==> config.mk <==
export PLATFORM = sky130hd
export DESIGN_NAME = img_capture
export DESIGN_NICKNAME = d
export VERILOG_FILES = /design/src/img_pkg.sv /design/src/img_capture.sv /design/src/capture_stats.sv /design/src/capture_sequencer.sv /design/src/fletcher_checksum.sv /design/src/frame_timing.sv
export VERILOG_INCLUDE_DIRS = /design/src
export SDC_FILE = /design/constraint.sdc
export NUM_CORES = 1
export LEC_CHECK = 0
export ABC_AREA = 1
export BUFFER_PORTS_ARGS = -buffer_cell sky130_fd_sc_hd__buf_2
export CORE_MARGIN = 2
export CORE_UTILIZATION = 59
export CTS_CLUSTER_DIAMETER = 150
export DETAILED_ROUTE_END_ITERATION = 8
export PLACE_DENSITY = 0.9
export SKIP_LAST_GASP = 1
export SLEW_MARGIN = 20
export SYNTH_ARGS = -nofsm -noshare
export SYNTH_HDL_FRONTEND = slang
export SYNTH_SLANG_ARGS = --single-unit
==> constraint.sdc <==
create_clock -name clk -period 8.94 [get_ports clk]
set_input_delay 0 -clock clk [delete_from_list [all_inputs] [get_ports clk]]
set_output_delay 0 -clock clk [all_outputs]
set_load 0.01 [all_outputs]
==> src/img_cfg.svh <==
`ifndef IMG_CFG_SVH
`define IMG_CFG_SVH

// ====================
// Capture format
// ====================
`define IMG_HEADER_WORDS    4
`define IMG_PIXEL_WIDTH     12
`define IMG_WORD_WIDTH      16

// ====================
// Statistics
// ====================
`define IMG_STAT_WIDTH      18
`define IMG_COUNT_WIDTH     16
// Top pixel bits that must be all ones or all zeros
`define IMG_STAT_TOP_BITS   7
`define IMG_SKIP_WIDTH      2
// Sample every 4th pixel of every 4th line
`define IMG_GRID_BITS       2

`endif
==> src/img_pkg.sv <==
`include "img_cfg.svh"

package img_pkg;

    // ====================
    // Data widths
    // ====================
    typedef logic [`IMG_PIXEL_WIDTH-1:0]                    pixel_t;
    typedef logic [`IMG_WORD_WIDTH-1:0]                     img_word_t;
    // First header word sits in the top bits
    typedef logic [`IMG_HEADER_WORDS*`IMG_WORD_WIDTH-1:0]   header_t;
    typedef logic [2*`IMG_WORD_WIDTH-1:0]                   checksum_t;
    typedef logic [`IMG_STAT_WIDTH-1:0]                     stat_count_t;
    typedef logic [`IMG_COUNT_WIDTH-1:0]                    word_count_t;
    typedef logic [`IMG_SKIP_WIDTH-1:0]                     skip_t;

    // ====================
    // Capture FSM
    // ====================
    typedef enum logic [2:0] {
        st_idle,
        st_load,
        st_header,
        st_wait_frame,
        st_skip_check,
        st_pixels,
        st_checksum_lo,
        st_checksum_hi
    } capture_state_t;

endpackage

==> src/img_capture.sv <==
module img_capture (
    input  logic                 clk,
    input  logic                 readout_rst,
    input  logic                 capture_start,
    input  img_pkg::skip_t       skip_count,
    input  img_pkg::header_t     header,
    input  logic                 img_fv,
    input  logic                 img_lv,
    input  img_pkg::pixel_t      img_d,
    output logic                 word_valid,
    output img_pkg::img_word_t   word_data,
    output logic                 capture_done,
    output img_pkg::word_count_t word_count,
    output img_pkg::stat_count_t highlight_count,
    output img_pkg::stat_count_t shadow_count
);
    import img_pkg::*;

    pixel_t pix_data;
    logic   line_active;
    logic   frame_active;
    logic   frame_start;
    logic   stat_sample;
    logic   capture_begin;
    logic   capture_frame;
    logic   capture_end;

    // ====================
    // Video decode
    // ====================
    frame_timing u_timing (
        .clk          (clk),
        .readout_rst  (readout_rst),
        .img_fv       (img_fv),
        .img_lv       (img_lv),
        .img_d        (img_d),
        .pix_data     (pix_data),
        .line_active  (line_active),
        .frame_active (frame_active),
        .frame_start  (frame_start),
        .stat_sample  (stat_sample)
    );

    // ====================
    // Capture sequencing
    // ====================
    capture_sequencer u_sequencer (
        .clk           (clk),
        .readout_rst   (readout_rst),
        .capture_start (capture_start),
        .skip_count    (skip_count),
        .header        (header),
        .pix_data      (pix_data),
        .line_active   (line_active),
        .frame_active  (frame_active),
        .frame_start   (frame_start),
        .capture_begin (capture_begin),
        .capture_frame (capture_frame),
        .capture_end   (capture_end),
        .word_valid    (word_valid),
        .word_data     (word_data)
    );

    // ====================
    // Statistics
    // ====================
    capture_stats u_stats (
        .clk             (clk),
        .readout_rst     (readout_rst),
        .capture_begin   (capture_begin),
        .capture_frame   (capture_frame),
        .capture_end     (capture_end),
        .word_valid      (word_valid),
        .stat_sample     (stat_sample),
        .pix_data        (pix_data),
        .word_count      (word_count),
        .highlight_count (highlight_count),
        .shadow_count    (shadow_count),
        .capture_done    (capture_done)
    );

endmodule

==> src/capture_stats.sv <==
`include "img_cfg.svh"

module capture_stats (
    input  logic                 clk,
    input  logic                 readout_rst,
    input  logic                 capture_begin,
    input  logic                 capture_frame,
    input  logic                 capture_end,
    input  logic                 word_valid,
    input  logic                 stat_sample,
    input  img_pkg::pixel_t      pix_data,
    output img_pkg::word_count_t word_count,
    output img_pkg::stat_count_t highlight_count,
    output img_pkg::stat_count_t shadow_count,
    output logic                 capture_done
);
    logic [`IMG_STAT_TOP_BITS-1:0] pix_top;
    logic                          is_highlight;
    logic                          is_shadow;

    // Classify sampled pixels by their top bits
    assign pix_top      = pix_data[`IMG_PIXEL_WIDTH-1 -: `IMG_STAT_TOP_BITS];
    assign is_highlight = capture_frame && stat_sample && (pix_top == '1);
    assign is_shadow    = capture_frame && stat_sample && (pix_top == '0);

    // ====================
    // Counters
    // ====================
    always_ff @(posedge clk) begin
        if (!readout_rst) begin
            word_count      <= '0;
            highlight_count <= '0;
            shadow_count    <= '0;
        end else if (capture_begin) begin
            word_count      <= '0;
            highlight_count <= '0;
            shadow_count    <= '0;
        end else begin
            if (word_valid) begin
                word_count <= word_count + 1'b1;
            end
            if (is_highlight) begin
                highlight_count <= highlight_count + 1'b1;
            end
            if (is_shadow) begin
                shadow_count <= shadow_count + 1'b1;
            end
        end
    end

    // Done lands with the final word count
    always_ff @(posedge clk) begin
        if (!readout_rst) begin
            capture_done <= 1'b0;
        end else begin
            capture_done <= capture_end;
        end
    end

endmodule

==> src/capture_sequencer.sv <==
`include "img_cfg.svh"

module capture_sequencer (
    input  logic               clk,
    input  logic               readout_rst,
    input  logic               capture_start,
    input  img_pkg::skip_t     skip_count,
    input  img_pkg::header_t   header,
    input  img_pkg::pixel_t    pix_data,
    input  logic               line_active,
    input  logic               frame_active,
    input  logic               frame_start,
    output logic               capture_begin,
    output logic               capture_frame,
    output logic               capture_end,
    output logic               word_valid,
    output img_pkg::img_word_t word_data
);
    import img_pkg::*;

    localparam int HDR_CNT_W = $clog2(`IMG_HEADER_WORDS);

    capture_state_t         state;
    header_t                hdr_shift;
    logic [HDR_CNT_W-1:0]   hdr_left;
    skip_t                  skip_left;
    logic                   sum_clear;
    logic                   sum_enable;
    checksum_t              sum_value;
    img_word_t              pix_word;

    // Checksum follows the registered output words
    fletcher_checksum u_checksum (
        .clk         (clk),
        .readout_rst (readout_rst),
        .clear       (sum_clear),
        .enable      (sum_enable),
        .data        (word_data),
        .checksum    (sum_value)
    );

    assign sum_clear     = (state == st_load);
    assign capture_begin = (state == st_load);
    assign capture_frame = (state == st_pixels);

    // Little-endian pixel word
    assign pix_word = {pix_data[7:0],
                       {(`IMG_WORD_WIDTH - `IMG_PIXEL_WIDTH){1'b0}},
                       pix_data[`IMG_PIXEL_WIDTH-1:8]};

    // ====================
    // Capture FSM
    // ====================
    always_ff @(posedge clk) begin
        if (!readout_rst) begin
            state       <= st_idle;
            hdr_left    <= '0;
            word_valid  <= 1'b0;
            sum_enable  <= 1'b0;
            capture_end <= 1'b0;
        end else begin
            word_valid  <= 1'b0;
            sum_enable  <= 1'b0;
            capture_end <= 1'b0;
            case (state)
                st_idle: begin
                    // Starts during a capture never reach this branch
                    if (capture_start) begin
                        state <= st_load;
                    end
                end
                st_load: begin
                    // First header word goes out here
                    word_valid <= 1'b1;
                    sum_enable <= 1'b1;
                    hdr_left   <= HDR_CNT_W'(`IMG_HEADER_WORDS - 2);
                    state      <= st_header;
                end
                st_header: begin
                    word_valid <= 1'b1;
                    sum_enable <= 1'b1;
                    hdr_left   <= hdr_left - 1'b1;
                    if (hdr_left == '0) begin
                        state <= st_wait_frame;
                    end
                end
                st_wait_frame: begin
                    if (frame_start) begin
                        state <= st_skip_check;
                    end
                end
                st_skip_check: begin
                    state <= (skip_left == '0) ? st_pixels : st_wait_frame;
                end
                st_pixels: begin
                    word_valid <= line_active;
                    sum_enable <= line_active;
                    if (!frame_active) begin
                        state <= st_checksum_lo;
                    end
                end
                st_checksum_lo: begin
                    word_valid <= 1'b1;
                    state      <= st_checksum_hi;
                end
                st_checksum_hi: begin
                    word_valid  <= 1'b1;
                    capture_end <= 1'b1;
                    state       <= st_idle;
                end
                default: begin
                    state <= st_idle;
                end
            endcase
        end
    end

    // Header, skip count and output word
    always_ff @(posedge clk) begin
        case (state)
            st_idle: begin
                if (capture_start) begin
                    hdr_shift <= header;
                    skip_left <= skip_count;
                end
            end
            st_load, st_header: begin
                word_data <= hdr_shift[$bits(header_t)-1 -: `IMG_WORD_WIDTH];
                hdr_shift <= hdr_shift << `IMG_WORD_WIDTH;
            end
            st_skip_check: begin
                if (skip_left != '0) begin
                    skip_left <= skip_left - 1'b1;
                end
            end
            st_pixels: begin
                word_data <= pix_word;
            end
            // Checksum halves are byte-swapped too
            st_checksum_lo: begin
                word_data <= {sum_value[7:0], sum_value[15:8]};
            end
            st_checksum_hi: begin
                word_data <= {sum_value[23:16], sum_value[31:24]};
            end
            default: begin
            end
        endcase
    end

    a_state_legal: assert property (@(posedge clk) disable iff (!readout_rst)
        !$isunknown(state) && state inside {st_idle, st_load, st_header, st_wait_frame,
                                            st_skip_check, st_pixels, st_checksum_lo,
                                            st_checksum_hi});

    a_no_word_from_idle: assert property (@(posedge clk) disable iff (!readout_rst)
        (state == st_idle) |-> !$rose(word_valid));

endmodule

==> src/fletcher_checksum.sv <==
`include "img_cfg.svh"

module fletcher_checksum (
    input  logic               clk,
    input  logic               readout_rst,
    input  logic               clear,
    input  logic               enable,
    input  img_pkg::img_word_t data,
    output img_pkg::checksum_t checksum
);
    import img_pkg::*;

    img_word_t data_swap;
    img_word_t sum_lo;
    img_word_t sum_hi;
    img_word_t sum_lo_next;
    img_word_t sum_hi_next;

    // Addition modulo 65535 with end-around carry
    function automatic img_word_t add_mod(input img_word_t a, input img_word_t b);
        logic [`IMG_WORD_WIDTH:0] full;
        img_word_t                folded;
        full   = {1'b0, a} + {1'b0, b};
        folded = full[`IMG_WORD_WIDTH-1:0] + img_word_t'(full[`IMG_WORD_WIDTH]);
        return (folded == '1) ? '0 : folded;
    endfunction

    // Words are summed as little-endian
    assign data_swap   = {data[7:0], data[15:8]};
    assign sum_lo_next = add_mod(sum_lo, data_swap);
    assign sum_hi_next = add_mod(sum_hi, sum_lo_next);

    always_ff @(posedge clk) begin
        if (!readout_rst || clear) begin
            sum_lo <= '0;
            sum_hi <= '0;
        end else if (enable) begin
            sum_lo <= sum_lo_next;
            sum_hi <= sum_hi_next;
        end
    end

    assign checksum = {sum_hi, sum_lo};

    a_clear_excludes_enable: assert property (@(posedge clk) disable iff (!readout_rst)
        !(clear && enable));

endmodule

==> src/frame_timing.sv <==
`include "img_cfg.svh"

module frame_timing (
    input  logic            clk,
    input  logic            readout_rst,
    input  logic            img_fv,
    input  logic            img_lv,
    input  img_pkg::pixel_t img_d,
    output img_pkg::pixel_t pix_data,
    output logic            line_active,
    output logic            frame_active,
    output logic            frame_start,
    output logic            stat_sample
);
    logic                       fv_prev;
    logic                       lv_prev;
    logic [`IMG_GRID_BITS-1:0]  col_phase;
    logic [`IMG_GRID_BITS-1:0]  line_phase;

    // Pixel bus register
    always_ff @(posedge clk) begin
        pix_data <= img_d;
    end

    // ====================
    // Video strobes
    // ====================
    always_ff @(posedge clk) begin
        if (!readout_rst) begin
            frame_active <= 1'b0;
            line_active  <= 1'b0;
            fv_prev      <= 1'b0;
            lv_prev      <= 1'b0;
            frame_start  <= 1'b0;
        end else begin
            frame_active <= img_fv;
            line_active  <= img_lv;
            fv_prev      <= frame_active;
            lv_prev      <= line_active;
            frame_start  <= frame_active && !fv_prev;
        end
    end

    // Position within the 4x4 sample grid
    always_ff @(posedge clk) begin
        if (!readout_rst) begin
            col_phase  <= '0;
            line_phase <= '0;
        end else begin
            if (!line_active) begin
                col_phase <= '0;
            end else begin
                col_phase <= col_phase + 1'b1;
            end
            // Line phase steps on each line end
            if (!frame_active) begin
                line_phase <= '0;
            end else if (lv_prev && !line_active) begin
                line_phase <= line_phase + 1'b1;
            end
        end
    end

    assign stat_sample = line_active && (col_phase == '0) && (line_phase == '0);

    a_line_inside_frame: assert property (@(posedge clk) disable iff (!readout_rst)
        $rose(line_active) |-> frame_active);

endmodule

==> out/results.txt <==
Die H - 142 um
Outcome - finished clean
Sequential share of power - 0.286
Drt wl/cell - 16.3 um
Number of max-cap violations - 0
Period minus WS final - 7.60 ns
Post-CTS setup buffers - 0
Clk sink count - 196
First-pass GRT wire length - 54.3 mm
Clk buf depth - 2
Post-Route WL - 33.9 mm
Vias - 11571
H-tree levels - 4
Most area-hungry cell type in the Yosys netlist - edfxtp_1
Clock buffer count from CTS - 17
I/O Buffers - 152
FF-to-FF End - u_sequencer.u_checksum.sum_hi[0]
Clock share of power - 0.149
Antenna viol nets, final - 0
R2R Setup Slk - 1.34 ns
Root buffer cell - clkbuf_16
DRC Markers - 0
CTS Hold Bufs - 83
Cell mode on critical path - nand2_1
Power, Total - 5.24 mW
Synth top area share - 0.218
Vias in the first global route - 11179
Worst slew margin relative to its limit - 0.392
Ports - 153
CP startpoint kind - flip-flop
Hold Path Cell Cnt - 3
Crit path capture type - flip-flop
Hold Vio Cnt, Final - 0
Pleak - 6.72 nW
Worst-Margin Slew - 0.912 ns
Row Count - 50
Sequential share of the synthesized area - 0.421
Cell variety after synth - 43
Int Pwr - 2.61 mW
Slowest-stage cell, CP - ha_1
Hold Crit Start - capture_start
Largest net degree at the start of global routing - 67
CTS tree - built
Worst-skew pair later-pin latency - 0.45 ns
P_sw - 2.64 mW
Clk pin slew, worst setup/hold paths - 0.08 ns
Initial drt markers - 1001
Worst flop-to-flop path startpoint - u_sequencer.u_checksum.sum_lo[0]
Routability cong. - 0.942
Worst Hold End - u_sequencer.skip_left[0]
Gr ovfl total - 0
WP data required - 9.25 ns
DR vias/cell - 5.56
Met3 routed WL - 3.08 mm
Die Wd - 142 um
Core Util, Final - 0.732
PostCTS Resize Cnt - 0
Detail Placement HPWL - 22.4 mm
R2R cell count - 51
Pwr/cell area - 383 nW/um^2
Placement Setup Slack - 1.52 ns
Core ar. - 18700 um^2
Post-Syn Instances - 1604
CP max stage delay - 0.40 ns
Hold Path Class - input port to flip-flop
Setup TNS after final layout - 0 ns
Area occupied by multi-input gates - 5490 um^2
Total GRT Usage - 0.341
Yosys warnings - 0
Nets@finish - 1960
Setup WS post-layout - 1.34 ns
Worst VDD drop - 0.228 mV
Max frequency - 132 MHz
Fillcell total - 1343
Top cells by area, synth - edfxtp_1, dfxtp_1, nand2_1
Reg area - 4740 um^2
DR pass1 iterations - 7
Crit Path Category - flip-flop to flip-flop
Initial Util - 0.603
Period utilization - 0.850
Max-slew violation count - 0
Synthesized flop and latch total - 196
Initial antenna violation count - 0
Sw Share - 0.503
Area grow syn2layout - 21.4%
Combinational power share - 0.565
Metal2 WL - 16.4 mm
Post-synthesis cell area - 11300 um^2
Critical path peak fanout - 16
Highest metal layer with signal wires - met4
Avg Inst Size Synth - 7.03 um^2
Final setup viols - 0
Post-Syn Nets - 1732
Die Area - 20200 um^2
Layout Skew - 0.0156 ns
M1 WL - 12.7 mm
RSZ-0062 raised after global routing - no
Worst Path Arrival - 7.90 ns
Layout cells sized above 1 - 0.137
## power by group through the flow
stage	sequential [mW]	combinational [mW]	clock, mW
finish	1.50	2.96	0.780
global route	1.52	3.34	0.813
CTS	1.48	2.88	0.770
detailed placement	1.49	2.81	0
global placement	1.48	2.76	0
floorplan	1.47	2.12	0
## state kept, by name (all words and copies together), names as in the netlist, 3 cells and up
| name | count |
|---|---|
| u_sequencer.word_data | 16 |
| u_timing.pix_data | 12 |
| u_stats.word_count | 16 |
| u_sequencer.state | 3 |
| u_sequencer.hdr_shift | 64 |
| u_sequencer.u_checksum.sum_lo | 16 |
| u_sequencer.u_checksum.sum_hi | 16 |
| u_stats.highlight_count | 18 |
| u_stats.shadow_count | 18 |
## cells in the final DEF, fill, tap and decap left out, types with 30 or more instances in the layout
| master | instances |
|---|---|
| nand2_1 | 555 |
| a21oi_1 | 92 |
| nand2_2 | 30 |
| edfxtp_1 | 82 |
| dlygate4sd3_1 | 83 |
| o21ai_0 | 48 |
| ha_1 | 43 |
| nor2_1 | 142 |
| buf_2 | 152 |
| dfxtp_1 | 114 |
| inv_1 | 237 |
| nand3_1 | 87 |
## synth_stat cells, drive strengths merged
library cell and n:
a211oi 1, a21oi 97, a221oi 2, a22oi 12, a31oi 2, a41oi 1, and2 4, and3 2
buf 5, clkbuf 29, dfxtp 114, edfxtp 82, fa 2, ha 43, inv 241, nand2 585
nand3 93, nand3b 5, nand4 23, nor2 153, nor3 24, nor3b 3, nor4 5, o2111ai 3
o211ai 5, o21a 7, o21ai 49, o21bai 3, o221a 1, or2 1, xnor2 5, xor2 2
## metal layers
metal | vias up | track usage
li1 | 5580 | -
met1 | 5218 | 0.399
met2 | 621 | 0.584
met3 | 152 | 0.0764
met4 | 0 | 0.182
met5 | - | 0
## layout make-up
class                      count  share of cell area
multi-input combinational   1133               0.401
sequential                   196               0.347
clock buffer                  18              0.0313
clock inverter                14              0.0130
antenna                        1            0.000183
inverter                     241              0.0661
tap                          234              0.0214
timing repair buffer         243               0.121
## through the flow
step / std cells / area (um^2) / hold slack (ns)
after floorplan: 1604 / 11300 / 0.0277
after global placement: 1964 / 12300 / 0.104
after detailed placement: 1964 / 12300 / 0.104
after CTS: 2079 / 13700 / 0.0776
after global routing: 2079 / 13700 / 0.115
final: 2080 / 13700 / 0.0752
## worst max-delay path by stage
stage / from / endpoint / slack, ns / cells past startpoint
2_1_floorplan: u_sequencer.word_data[8] / u_sequencer.u_checksum.sum_hi[15] / 2.61 / 52
4_1_cts: u_sequencer.u_checksum.sum_lo[0] / u_sequencer.u_checksum.sum_hi[7] / 1.50 / 51
3_5_place_dp: u_sequencer.word_data[8] / u_sequencer.u_checksum.sum_hi[8] / 1.52 / 51
3_3_place_gp: u_sequencer.u_checksum.sum_lo[0] / u_sequencer.u_checksum.sum_hi[3] / 1.90 / 51
6_report: u_sequencer.u_checksum.sum_lo[0] / u_sequencer.u_checksum.sum_hi[0] / 1.34 / 51
5_1_grt: u_sequencer.word_data[8] / u_sequencer.u_checksum.sum_hi[1] / 0.46 / 50
## logic make-up (layout without fill, tap and decap cells)
family          Yosys count  after routing  share of synthesized area
other cells               0              1                          0
flops                   196            196                      0.421
buf+inv                 275            516                     0.0932
fa+ha+maj                45             45                     0.0512
xor+xnor                  7              7                    0.00543
compound gates          183            183                     0.0918
simple gates            898            898                      0.338
## worst max-delay path: cells and delay by family (launching register included)
kind	cells	cell delay, ns
AO/OA/AOI/OAI	5	0.59
adder cells (fa/ha/maj)	7	1.78
AND/OR/NAND/NOR	33	4.32
flip-flops	1	0.36
buffers and inverters	6	0.40
(Power assumes the default switching activity.)
